**src/game_cfg.svh**
```systemverilog
`ifndef GAME_CFG_SVH
`define GAME_CFG_SVH

// Screen size in pixels
`define SCREEN_COLS 640
`define SCREEN_ROWS 480

// 9-bit colors, 3 bits each of red, green, blue
`define PIXEL_BLACK 9'b000_000_000
`define PIXEL_RED   9'b111_000_000

// Missile rectangle and launch geometry
`define MISSILE_LENGTH    25
`define MISSILE_THICKNESS 3
`define MISSILE_X_OFFSET  16

// Cycles between missile steps
`define MISSILE_STEP_CYCLES 256

// Target box, centered on its position
`define TARGET_WIDTH  32
`define TARGET_HEIGHT 32

`define SCORE_BITS 8

`endif

```
**src/draw_pkg.sv**
```systemverilog
`default_nettype none

// Frame-buffer side types
package draw_pkg;

    // 640 columns need 10 bits, 480 rows need 9
    typedef logic [9:0] x_coord_t;
    typedef logic [8:0] y_coord_t;

    typedef logic [8:0] color_t;

    // One pixel write toward the frame buffer
    typedef struct packed {
        x_coord_t x;
        y_coord_t y;
        color_t   color;
        logic     write;
    } pixel_write_t;

endpackage

`default_nettype wire

```
**src/game_pkg.sv**
```systemverilog
`default_nettype none

`include "game_cfg.svh"

// Game-side types
package game_pkg;

    import draw_pkg::*;

    typedef enum logic [1:0] {
        MODE_MENU  = 2'd0,
        MODE_CLEAR = 2'd1,
        MODE_PLAY  = 2'd2
    } game_mode_t;

    typedef struct packed {
        x_coord_t x;
        y_coord_t y;
    } obj_pos_t;

    // Missile top-left corner and flight flag
    typedef struct packed {
        obj_pos_t pos;
        logic     in_flight;
    } missile_status_t;

    typedef logic [`SCORE_BITS-1:0] score_t;

endpackage

`default_nettype wire

```
**src/cmd_handshake.sv**
```systemverilog
`timescale 1ns/1ps
`default_nettype none

// Four-phase req/ack receiver with a one-cycle command pulse
module cmd_handshake (
    input  logic Clock,
    input  logic reset,
    input  logic req,
    output logic ack,
    output logic cmd
);

    logic req_meta;
    logic req_sync;

    // Two-stage synchronizer on the incoming request
    always_ff @(posedge Clock) begin
        if (reset) begin
            req_meta <= 1'b0;
            req_sync <= 1'b0;
        end else begin
            req_meta <= req;
            req_sync <= req_meta;
        end
    end

    // ack follows the synchronized request
    // cmd marks the cycle where ack first goes high
    always_ff @(posedge Clock) begin
        if (reset) begin
            ack <= 1'b0;
            cmd <= 1'b0;
        end else begin
            ack <= req_sync;
            cmd <= req_sync & ~ack;
        end
    end

endmodule

`default_nettype wire

```
**src/frame_writer.sv**
```systemverilog
`timescale 1ns/1ps
`default_nettype none

// Pixel source select by mode, registered toward the frame buffer
module frame_writer (
    input  logic                   Clock,
    input  logic                   reset,
    input  game_pkg::game_mode_t   mode,
    input  draw_pkg::pixel_write_t clear_pixel,
    input  draw_pkg::pixel_write_t missile_pixel,
    output draw_pkg::pixel_write_t pixel
);

    import draw_pkg::*;
    import game_pkg::*;

    pixel_write_t pixel_sel;

    always_comb begin
        case (mode)
            MODE_CLEAR: pixel_sel = clear_pixel;
            MODE_PLAY:  pixel_sel = missile_pixel;
            // Menu leaves the frame buffer alone
            default:    pixel_sel = '0;
        endcase
    end

    always_ff @(posedge Clock) begin
        if (reset) begin
            pixel <= '0;
        end else begin
            pixel <= pixel_sel;
        end
    end

endmodule

`default_nettype wire

```
**src/game_mode_fsm.sv**
```systemverilog
`timescale 1ns/1ps
`default_nettype none

// Menu, clear and play sequencing
module game_mode_fsm (
    input  logic                 Clock,
    input  logic                 reset,
    input  logic                 start_cmd,
    input  logic                 clear_done,
    output game_pkg::game_mode_t mode
);

    import game_pkg::*;

    game_mode_t mode_next;

    always_comb begin
        mode_next = mode;
        case (mode)
            MODE_MENU: begin
                if (start_cmd) begin
                    mode_next = MODE_CLEAR;
                end
            end
            MODE_CLEAR: begin
                if (clear_done) begin
                    mode_next = MODE_PLAY;
                end
            end
            // Play holds until reset
            MODE_PLAY: begin
                mode_next = MODE_PLAY;
            end
            default: begin
                mode_next = MODE_MENU;
            end
        endcase
    end

    always_ff @(posedge Clock) begin
        if (reset) begin
            mode <= MODE_MENU;
        end else begin
            mode <= mode_next;
        end
    end

endmodule

`default_nettype wire

```
**src/missile_ctrl.sv**
```systemverilog
`timescale 1ns/1ps
`default_nettype none

`include "game_cfg.svh"

// Missile flight: draw, wait, erase, step right
module missile_ctrl (
    input  logic                      Clock,
    input  logic                      reset,
    input  game_pkg::game_mode_t      mode,
    input  logic                      fire_cmd,
    input  game_pkg::obj_pos_t        player_pos,
    input  logic                      hit,
    output draw_pkg::pixel_write_t    missile_pixel,
    output game_pkg::missile_status_t missile_status,
    output logic                      launch
);

    import draw_pkg::*;
    import game_pkg::*;

    localparam int XC_BITS   = $clog2(`MISSILE_LENGTH);
    localparam int YC_BITS   = $clog2(`MISSILE_THICKNESS);
    localparam int WAIT_BITS = $clog2(`MISSILE_STEP_CYCLES);

    typedef enum logic [2:0] {
        S_IDLE,
        S_LAUNCH,
        S_DRAW,
        S_WAIT,
        S_ERASE,
        S_MOVE
    } flight_state_t;

    flight_state_t        state;
    flight_state_t        state_next;
    obj_pos_t             pos;
    logic [XC_BITS-1:0]   xc;
    logic [YC_BITS-1:0]   yc;
    logic [WAIT_BITS-1:0] wait_cnt;
    logic                 hit_seen;
    logic                 hit_any;
    logic                 rect_last;
    logic                 wait_last;
    x_coord_t             x_next;

    assign rect_last = (xc == XC_BITS'(`MISSILE_LENGTH - 1)) &&
                       (yc == YC_BITS'(`MISSILE_THICKNESS - 1));
    assign wait_last = (wait_cnt == WAIT_BITS'(`MISSILE_STEP_CYCLES - 1));
    assign x_next    = pos.x + 1'b1;

    // Target dies right after the hit, so the hit is remembered
    assign hit_any = hit_seen | hit;

    // ============================
    // Next state
    // ============================
    always_comb begin
        state_next = state;
        case (state)
            S_IDLE: begin
                if (fire_cmd && mode == MODE_PLAY) begin
                    state_next = S_LAUNCH;
                end
            end
            S_LAUNCH: begin
                state_next = S_DRAW;
            end
            S_DRAW: begin
                if (rect_last) begin
                    state_next = S_WAIT;
                end
            end
            S_WAIT: begin
                if (hit_any || wait_last) begin
                    state_next = S_ERASE;
                end
            end
            S_ERASE: begin
                if (rect_last) begin
                    state_next = hit_any ? S_IDLE : S_MOVE;
                end
            end
            S_MOVE: begin
                if (x_next >= x_coord_t'(`SCREEN_COLS)) begin
                    state_next = S_IDLE;
                end else begin
                    state_next = S_DRAW;
                end
            end
            default: begin
                state_next = S_IDLE;
            end
        endcase
    end

    // ============================
    // State and datapath
    // ============================
    always_ff @(posedge Clock) begin
        if (reset) begin
            state    <= S_IDLE;
            pos      <= '0;
            xc       <= '0;
            yc       <= '0;
            wait_cnt <= '0;
            hit_seen <= 1'b0;
        end else begin
            state <= state_next;

            if (state == S_WAIT) begin
                wait_cnt <= wait_cnt + 1'b1;
            end else begin
                wait_cnt <= '0;
            end

            if (state == S_LAUNCH) begin
                hit_seen <= 1'b0;
            end else if (hit) begin
                hit_seen <= 1'b1;
            end

            case (state)
                S_LAUNCH: begin
                    pos.x <= player_pos.x + x_coord_t'(`MISSILE_X_OFFSET);
                    pos.y <= player_pos.y;
                    xc    <= '0;
                    yc    <= '0;
                end
                S_DRAW, S_ERASE: begin
                    // Walk the rectangle, x fastest
                    if (xc == XC_BITS'(`MISSILE_LENGTH - 1)) begin
                        xc <= '0;
                        if (yc == YC_BITS'(`MISSILE_THICKNESS - 1)) begin
                            yc <= '0;
                        end else begin
                            yc <= yc + 1'b1;
                        end
                    end else begin
                        xc <= xc + 1'b1;
                    end
                end
                S_MOVE: begin
                    pos.x <= x_next;
                end
                default: begin
                end
            endcase
        end
    end

    // ============================
    // Outputs
    // ============================
    always_comb begin
        missile_pixel.x     = pos.x + x_coord_t'(xc);
        missile_pixel.y     = pos.y + y_coord_t'(yc);
        missile_pixel.color = (state == S_ERASE) ? `PIXEL_BLACK : `PIXEL_RED;
        missile_pixel.write = (state == S_DRAW) || (state == S_ERASE);

        missile_status.pos       = pos;
        missile_status.in_flight = (state != S_IDLE);
    end

    assign launch = (state == S_LAUNCH);

endmodule

`default_nettype wire

```
**src/screen_clear.sv**
```systemverilog
`timescale 1ns/1ps
`default_nettype none

`include "game_cfg.svh"

// One raster sweep of black pixels after entry into clear mode
module screen_clear (
    input  logic                   Clock,
    input  logic                   reset,
    input  game_pkg::game_mode_t   mode,
    output draw_pkg::pixel_write_t clear_pixel,
    output logic                   clear_done
);

    import draw_pkg::*;
    import game_pkg::*;

    x_coord_t col;
    y_coord_t row;
    logic     active;
    logic     finished;
    logic     col_last;
    logic     row_last;

    assign col_last = (col == x_coord_t'(`SCREEN_COLS - 1));
    assign row_last = (row == y_coord_t'(`SCREEN_ROWS - 1));

    // ============================
    // Raster counters
    // ============================
    always_ff @(posedge Clock) begin
        if (reset) begin
            active   <= 1'b0;
            finished <= 1'b0;
            col      <= '0;
            row      <= '0;
        end else if (active) begin
            if (col_last) begin
                col <= '0;
                if (row_last) begin
                    row      <= '0;
                    active   <= 1'b0;
                    finished <= 1'b1;
                end else begin
                    row <= row + 1'b1;
                end
            end else begin
                col <= col + 1'b1;
            end
        end else if (mode == MODE_CLEAR && !finished) begin
            active <= 1'b1;
        end
    end

    // ============================
    // Pixel output
    // ============================
    always_comb begin
        clear_pixel.x     = col;
        clear_pixel.y     = row;
        clear_pixel.color = `PIXEL_BLACK;
        clear_pixel.write = active;
    end

    // Pulses together with the last write
    assign clear_done = active & col_last & row_last;

endmodule

`default_nettype wire

```
**src/space_shooter_top.sv**
```systemverilog
`timescale 1ns/1ps
`default_nettype none

module space_shooter_top (
    input  logic                   Clock,
    input  logic                   reset,
    input  logic                   start_req,
    output logic                   start_ack,
    input  logic                   fire_req,
    output logic                   fire_ack,
    input  game_pkg::obj_pos_t     player_pos,
    input  game_pkg::obj_pos_t     target_pos,
    output draw_pkg::pixel_write_t pixel,
    output game_pkg::game_mode_t   mode,
    output game_pkg::score_t       score,
    output logic                   target_alive
);

    import draw_pkg::*;
    import game_pkg::*;

    logic            start_cmd;
    logic            fire_cmd;
    logic            clear_done;
    logic            launch;
    logic            hit;
    pixel_write_t    clear_pixel;
    pixel_write_t    missile_pixel;
    missile_status_t missile_status;

    // ============================
    // Command channels
    // ============================
    cmd_handshake start_hs (
        .Clock (Clock),
        .reset (reset),
        .req   (start_req),
        .ack   (start_ack),
        .cmd   (start_cmd)
    );

    cmd_handshake fire_hs (
        .Clock (Clock),
        .reset (reset),
        .req   (fire_req),
        .ack   (fire_ack),
        .cmd   (fire_cmd)
    );

    // ============================
    // Game blocks
    // ============================
    game_mode_fsm mode_fsm (
        .Clock      (Clock),
        .reset      (reset),
        .start_cmd  (start_cmd),
        .clear_done (clear_done),
        .mode       (mode)
    );

    screen_clear clear0 (
        .Clock       (Clock),
        .reset       (reset),
        .mode        (mode),
        .clear_pixel (clear_pixel),
        .clear_done  (clear_done)
    );

    missile_ctrl missile0 (
        .Clock          (Clock),
        .reset          (reset),
        .mode           (mode),
        .fire_cmd       (fire_cmd),
        .player_pos     (player_pos),
        .hit            (hit),
        .missile_pixel  (missile_pixel),
        .missile_status (missile_status),
        .launch         (launch)
    );

    target_score target0 (
        .Clock          (Clock),
        .reset          (reset),
        .missile_status (missile_status),
        .target_pos     (target_pos),
        .launch         (launch),
        .hit            (hit),
        .score          (score),
        .target_alive   (target_alive)
    );

    frame_writer writer0 (
        .Clock         (Clock),
        .reset         (reset),
        .mode          (mode),
        .clear_pixel   (clear_pixel),
        .missile_pixel (missile_pixel),
        .pixel         (pixel)
    );

endmodule

`default_nettype wire

```
**src/target_score.sv**
```systemverilog
`timescale 1ns/1ps
`default_nettype none

`include "game_cfg.svh"

// Missile against target box, alive flag and score
module target_score (
    input  logic                      Clock,
    input  logic                      reset,
    input  game_pkg::missile_status_t missile_status,
    input  game_pkg::obj_pos_t        target_pos,
    input  logic                      launch,
    output logic                      hit,
    output game_pkg::score_t          score,
    output logic                      target_alive
);

    import game_pkg::*;

    localparam int HALF_W = `TARGET_WIDTH / 2;
    localparam int HALF_H = `TARGET_HEIGHT / 2;

    // One extra bit so the half box can be added without a borrow
    logic [10:0] m_left;
    logic [10:0] m_right;
    logic [9:0]  m_top;
    logic [9:0]  m_bottom;
    logic [10:0] t_x;
    logic [9:0]  t_y;
    logic        overlap;

    assign m_left   = {1'b0, missile_status.pos.x};
    assign m_right  = m_left + 11'(`MISSILE_LENGTH - 1);
    assign m_top    = {1'b0, missile_status.pos.y};
    assign m_bottom = m_top + 10'(`MISSILE_THICKNESS - 1);
    assign t_x      = {1'b0, target_pos.x};
    assign t_y      = {1'b0, target_pos.y};

    // Box spans t - half to t + half - 1, shifted up by half on both sides
    assign overlap = (m_left < t_x + 11'(HALF_W)) && (m_right + 11'(HALF_W) >= t_x) &&
                     (m_top < t_y + 10'(HALF_H)) && (m_bottom + 10'(HALF_H) >= t_y);

    assign hit = missile_status.in_flight & target_alive & overlap;

    // hit drops once alive clears, so each hit scores once
    always_ff @(posedge Clock) begin
        if (reset) begin
            target_alive <= 1'b1;
            score        <= '0;
        end else if (launch) begin
            target_alive <= 1'b1;
        end else if (hit) begin
            target_alive <= 1'b0;
            score        <= score + 1'b1;
        end
    end

endmodule

`default_nettype wire

```
**config.mk**
```make
export PLATFORM = sky130hd
export DESIGN_NAME = space_shooter_top
export DESIGN_NICKNAME = d
export VERILOG_FILES = /design/src/draw_pkg.sv /design/src/game_pkg.sv /design/src/cmd_handshake.sv /design/src/frame_writer.sv /design/src/game_mode_fsm.sv /design/src/missile_ctrl.sv /design/src/screen_clear.sv /design/src/space_shooter_top.sv /design/src/target_score.sv
export VERILOG_INCLUDE_DIRS = /design/src
export SDC_FILE = /design/constraint.sdc
export NUM_CORES = 1
export LEC_CHECK = 0
export ABC_AREA = 1
export BUFFER_PORTS_ARGS = -buffer_cell sky130_fd_sc_hd__buf_2
export CAP_MARGIN = 20
export CORE_MARGIN = 2
export CORE_UTILIZATION = 58
export DETAILED_ROUTE_END_ITERATION = 16
export PLACE_DENSITY = 0.81
export SYNTH_ARGS = -nofsm -noshare
export SYNTH_HDL_FRONTEND = slang
export SYNTH_SLANG_ARGS = --single-unit
export TNS_END_PERCENT = 20
```
**constraint.sdc**
```tcl
create_clock -name Clock -period 3.2 [get_ports Clock]
set_input_delay 0.16 -clock Clock [delete_from_list [all_inputs] [get_ports Clock]]
set_output_delay 0.16 -clock Clock [all_outputs]
set_load 0.05 [all_outputs]
```
==> reports/metrics.cfg <==
[synth]
synthArstFlopShare_pct=0
ys_ff_latch=99
yosysTopAreaCellShare_pct=33.4
synthFlopType=dfxtp_1
synth_edf_count=0
synth_top_area_cell=dfxtp_1
syn_area_um2=5940
yosys.area_share.adder_pct=12.7
synth_top_family_by_area=simple AND/OR/NAND/NOR gates
yosysWarnings=0
synth_xor_area_share_pct=5.16
synth.area.mux_share_pct=0
yosys.area_share.simple_pct=25.4
seq_area_frac_synth_pct=33.4
synth_cells=831
synthTopCellsByArea=dfxtp_1 33%, ha_1 12%, nand2_1 10%
ys_types=42
avgSynthCellArea_um2=7.14
synth-compound-area-share_pct=13.0
synth_most_common_cell=nand2_1
synth_common_cells=163 x nand2_1, 121 x inv_1, 99 x dfxtp_1

[floorplan]
design.die.area_um2=11100
fp.coreArea_um2=9860
pin_count=84
die_w_um=105
die_y_um=105
start_util_pct=60.2
fp-row-count=36

[setup_path]
cp.depth=19
crit_type=reg -> reg
r2r_cells=19
max_stage_delay_ns=0.44
crit_buf_inv=3
cp_common_cell=nand2_1
cp_max_fo=12
crit_family=simple AND/OR/NAND/NOR gates
arrival_ns=3.10
crit_chain=ha_1 > inv_1 > a21oi_1 > xor2_1 > inv_1 > ha_1 > nand2_1 > nor2_1 > nand2_1 > nand2_1 > nand2_1 > nand2_1 > nor2_1 > nor2_1 > nand3_2 > nor2_4 > inv_1 > nand2_1 > a21oi_1
required_ns=3.44
startpoint_type=flop
slowest_stage=dfxtp_1
cp-end-kind=flop

[clock_network]
cts_resized=0
cts_tree=built
clock_path_buffers=2
cts_setup_buffers=0
clk_pin_slew_ns=0.10
numCtsBuffers=9
cts_hold_buf=2
clkSinkCount=99
cts_root_buffer=clkbuf_8
cts-htree-levels=3
insertion_delay_ns=0.38

[global_routing]
grt_max_degree=34
grt_overflow=0
grt_pass1_vias=5008
grt_usage_pct=25.1
antenna_found_initial=0
grt_pass1_wl_mm=22.8

[power_and_ir_drop]
p_int_uw=2140
leakage_uw=0.00316
p_per_area_nw_per_um2=528
ir_drop_mv=0.367
p_comb_share_pct=31.9
p_sw_uw=1370
power.share.sequential_pct=43.3
sw_frac_of_total_pct=39.0
finalPower_uw=3500
p_clk_share_pct=24.9

[final_layout]
drive_gt1_share_pct=12.1
postLayoutCellArea_um2=6640
antenna_cells=0
synthToLayoutAreaGrowth_pct=11.8
fin_nets=1005
fin_cells=1042

[sta]
period_share_pct=89.3
max_freq_mhz=350
hold_viol=0
setup_viol=0
rsz0062_at_grt=false
fin_crit_ns=2.86
tightestPinTransition_ns=0.754
slew_headroom_pct=49.7
tns_ns=0
drv_slew=0
skew_ns=0.0142

[run]
maxCapViolCount=0

[route]
ant_nets=0
viasPerCell=5.28
first_iter_violations=394
vias=5503
firstDrtPassIters=5
drc_errors=0
wire_per_inst_um=13.0
wl_mm=13.6

[placement]
gp_congestion=0.893
dpl_cell_area_um2=6390
dp_hpwl_mm=10.2
numPortBuffers=77
dp_cells=1024

[worst_hold_path]
whs_path_depth=3
min_path_type=in -> reg

[run_status]
status=finished, final reports clean

## worst register-to-register path, delay by kind of cell, from the launching register on
family | cells | cell delay (ns)
DFF | 1 | 0.44
adders and majority gates | 2 | 0.48
xor gates and xnor gates | 1 | 0.16
AOI/OAI and AO/OA | 2 | 0.26
buffers and inverters | 3 | 0.27
and+or+nand+nor | 11 | 1.11
## cell families (layout without fill, tap and decap cells)
group / after synthesis / in the layout
other cells: 1 / 6
simple gates: 346 / 346
buf+inv: 151 / 224
flops: 99 / 99
compound gates: 140 / 140
xor+xnor: 35 / 35
fa+ha+maj: 59 / 59
## stage by stage
stage | hold WS [ns] | worst slack [ns] | utilization, %
floorplan | 0.267 | 0.806 | -
global placement | 0.360 | 0.499 | 64.8
CTS | 0.0104 | 0.354 | 67.3
finish | 0.0112 | 0.344 | 67.3
detailed placement | 0.384 | 0.382 | 64.8
global route | 0.0454 | 0.0329 | 67.3
## worst paths after layout
| check | slack, ns | end | start |
|---|---|---|---|
| setup reg to reg | 0.34 | target0.score[5] | missile0.missile_status[14] |
| setup / recovery | 0.34 | target0.score[5] | missile0.missile_status[14] |
| hold reg to reg | 0.41 | start_hs.req_sync | start_hs.req_meta |
| hold / removal | 0.01 | missile0.missile_status[4] | player_pos[3] |
## final cells by class
| cell class | instances | area, µm² |
|---|---|---|
| multi-input combinational | 586 | 3370 |
| fill | 895 | 3230 |
| sequential | 99 | 1980 |
| inverter | 126 | 473 |
| timing repair buffer | 82 | 428 |
| tap | 133 | 166 |
| clock buffer | 10 | 138 |
| clock inverter | 6 | 83.8 |
## layout by cell type, fill, tap and decap left out, types with 2 or more instances in the layout
cell type / netlist / final
a211oi_1: 5 / 5
a21oi_1: 70 / 70
a22oi_1: 4 / 4
a31oi_1: 4 / 4
buf_2: 2 / 77
buf_4: 8 / 3
clkbuf_8: 0 / 10
clkinv_1: 2 / 2
clkinv_4: 0 / 3
conb_1: 1 / 6
dfxtp_1: 99 / 99
dlygate4sd3_1: 0 / 2
fa_1: 2 / 2
ha_1: 57 / 57
inv_1: 121 / 121
inv_2: 3 / 3
nand2_1: 163 / 163
nand3_1: 41 / 41
nand3_2: 3 / 3
nand3b_1: 4 / 4
nand4_1: 11 / 11
nor2_1: 92 / 92
nor2_4: 3 / 3
nor3_1: 18 / 18
nor3_4: 2 / 2
nor3b_1: 5 / 5
o21ai_0: 40 / 40
o21bai_1: 3 / 3
o22ai_1: 5 / 5
o32ai_1: 3 / 3
xnor2_1: 8 / 8
xor2_1: 27 / 27
## power groups by stage
stage,combinational (µW),clock (µW),sequential (µW)
finish,1120,870,1510
global route,1280,928,1540
CTS,1110,886,1510
detailed placement,1090,0,1540
global placement,1080,0,1530
floorplan,816,0,1530
## state kept, by name (all words and copies together), names as in the netlist, 3 cells and up
register	cells
writer0.pixel	21
missile0.missile_status	19
clear0.col	10
clear0.row	9
missile0.wait_cnt	8
target0.score	8
missile0.xc	5
missile0.state	3
## routing by layer
layer | wire length, µm | GRT usage, %
met1 | 6400 | 33.7
met2 | 6160 | 41.0
met3 | 865 | 5.49
met4 | 153 | 6.10
met5 | 0 | 0
(Power assumes the default switching activity.)
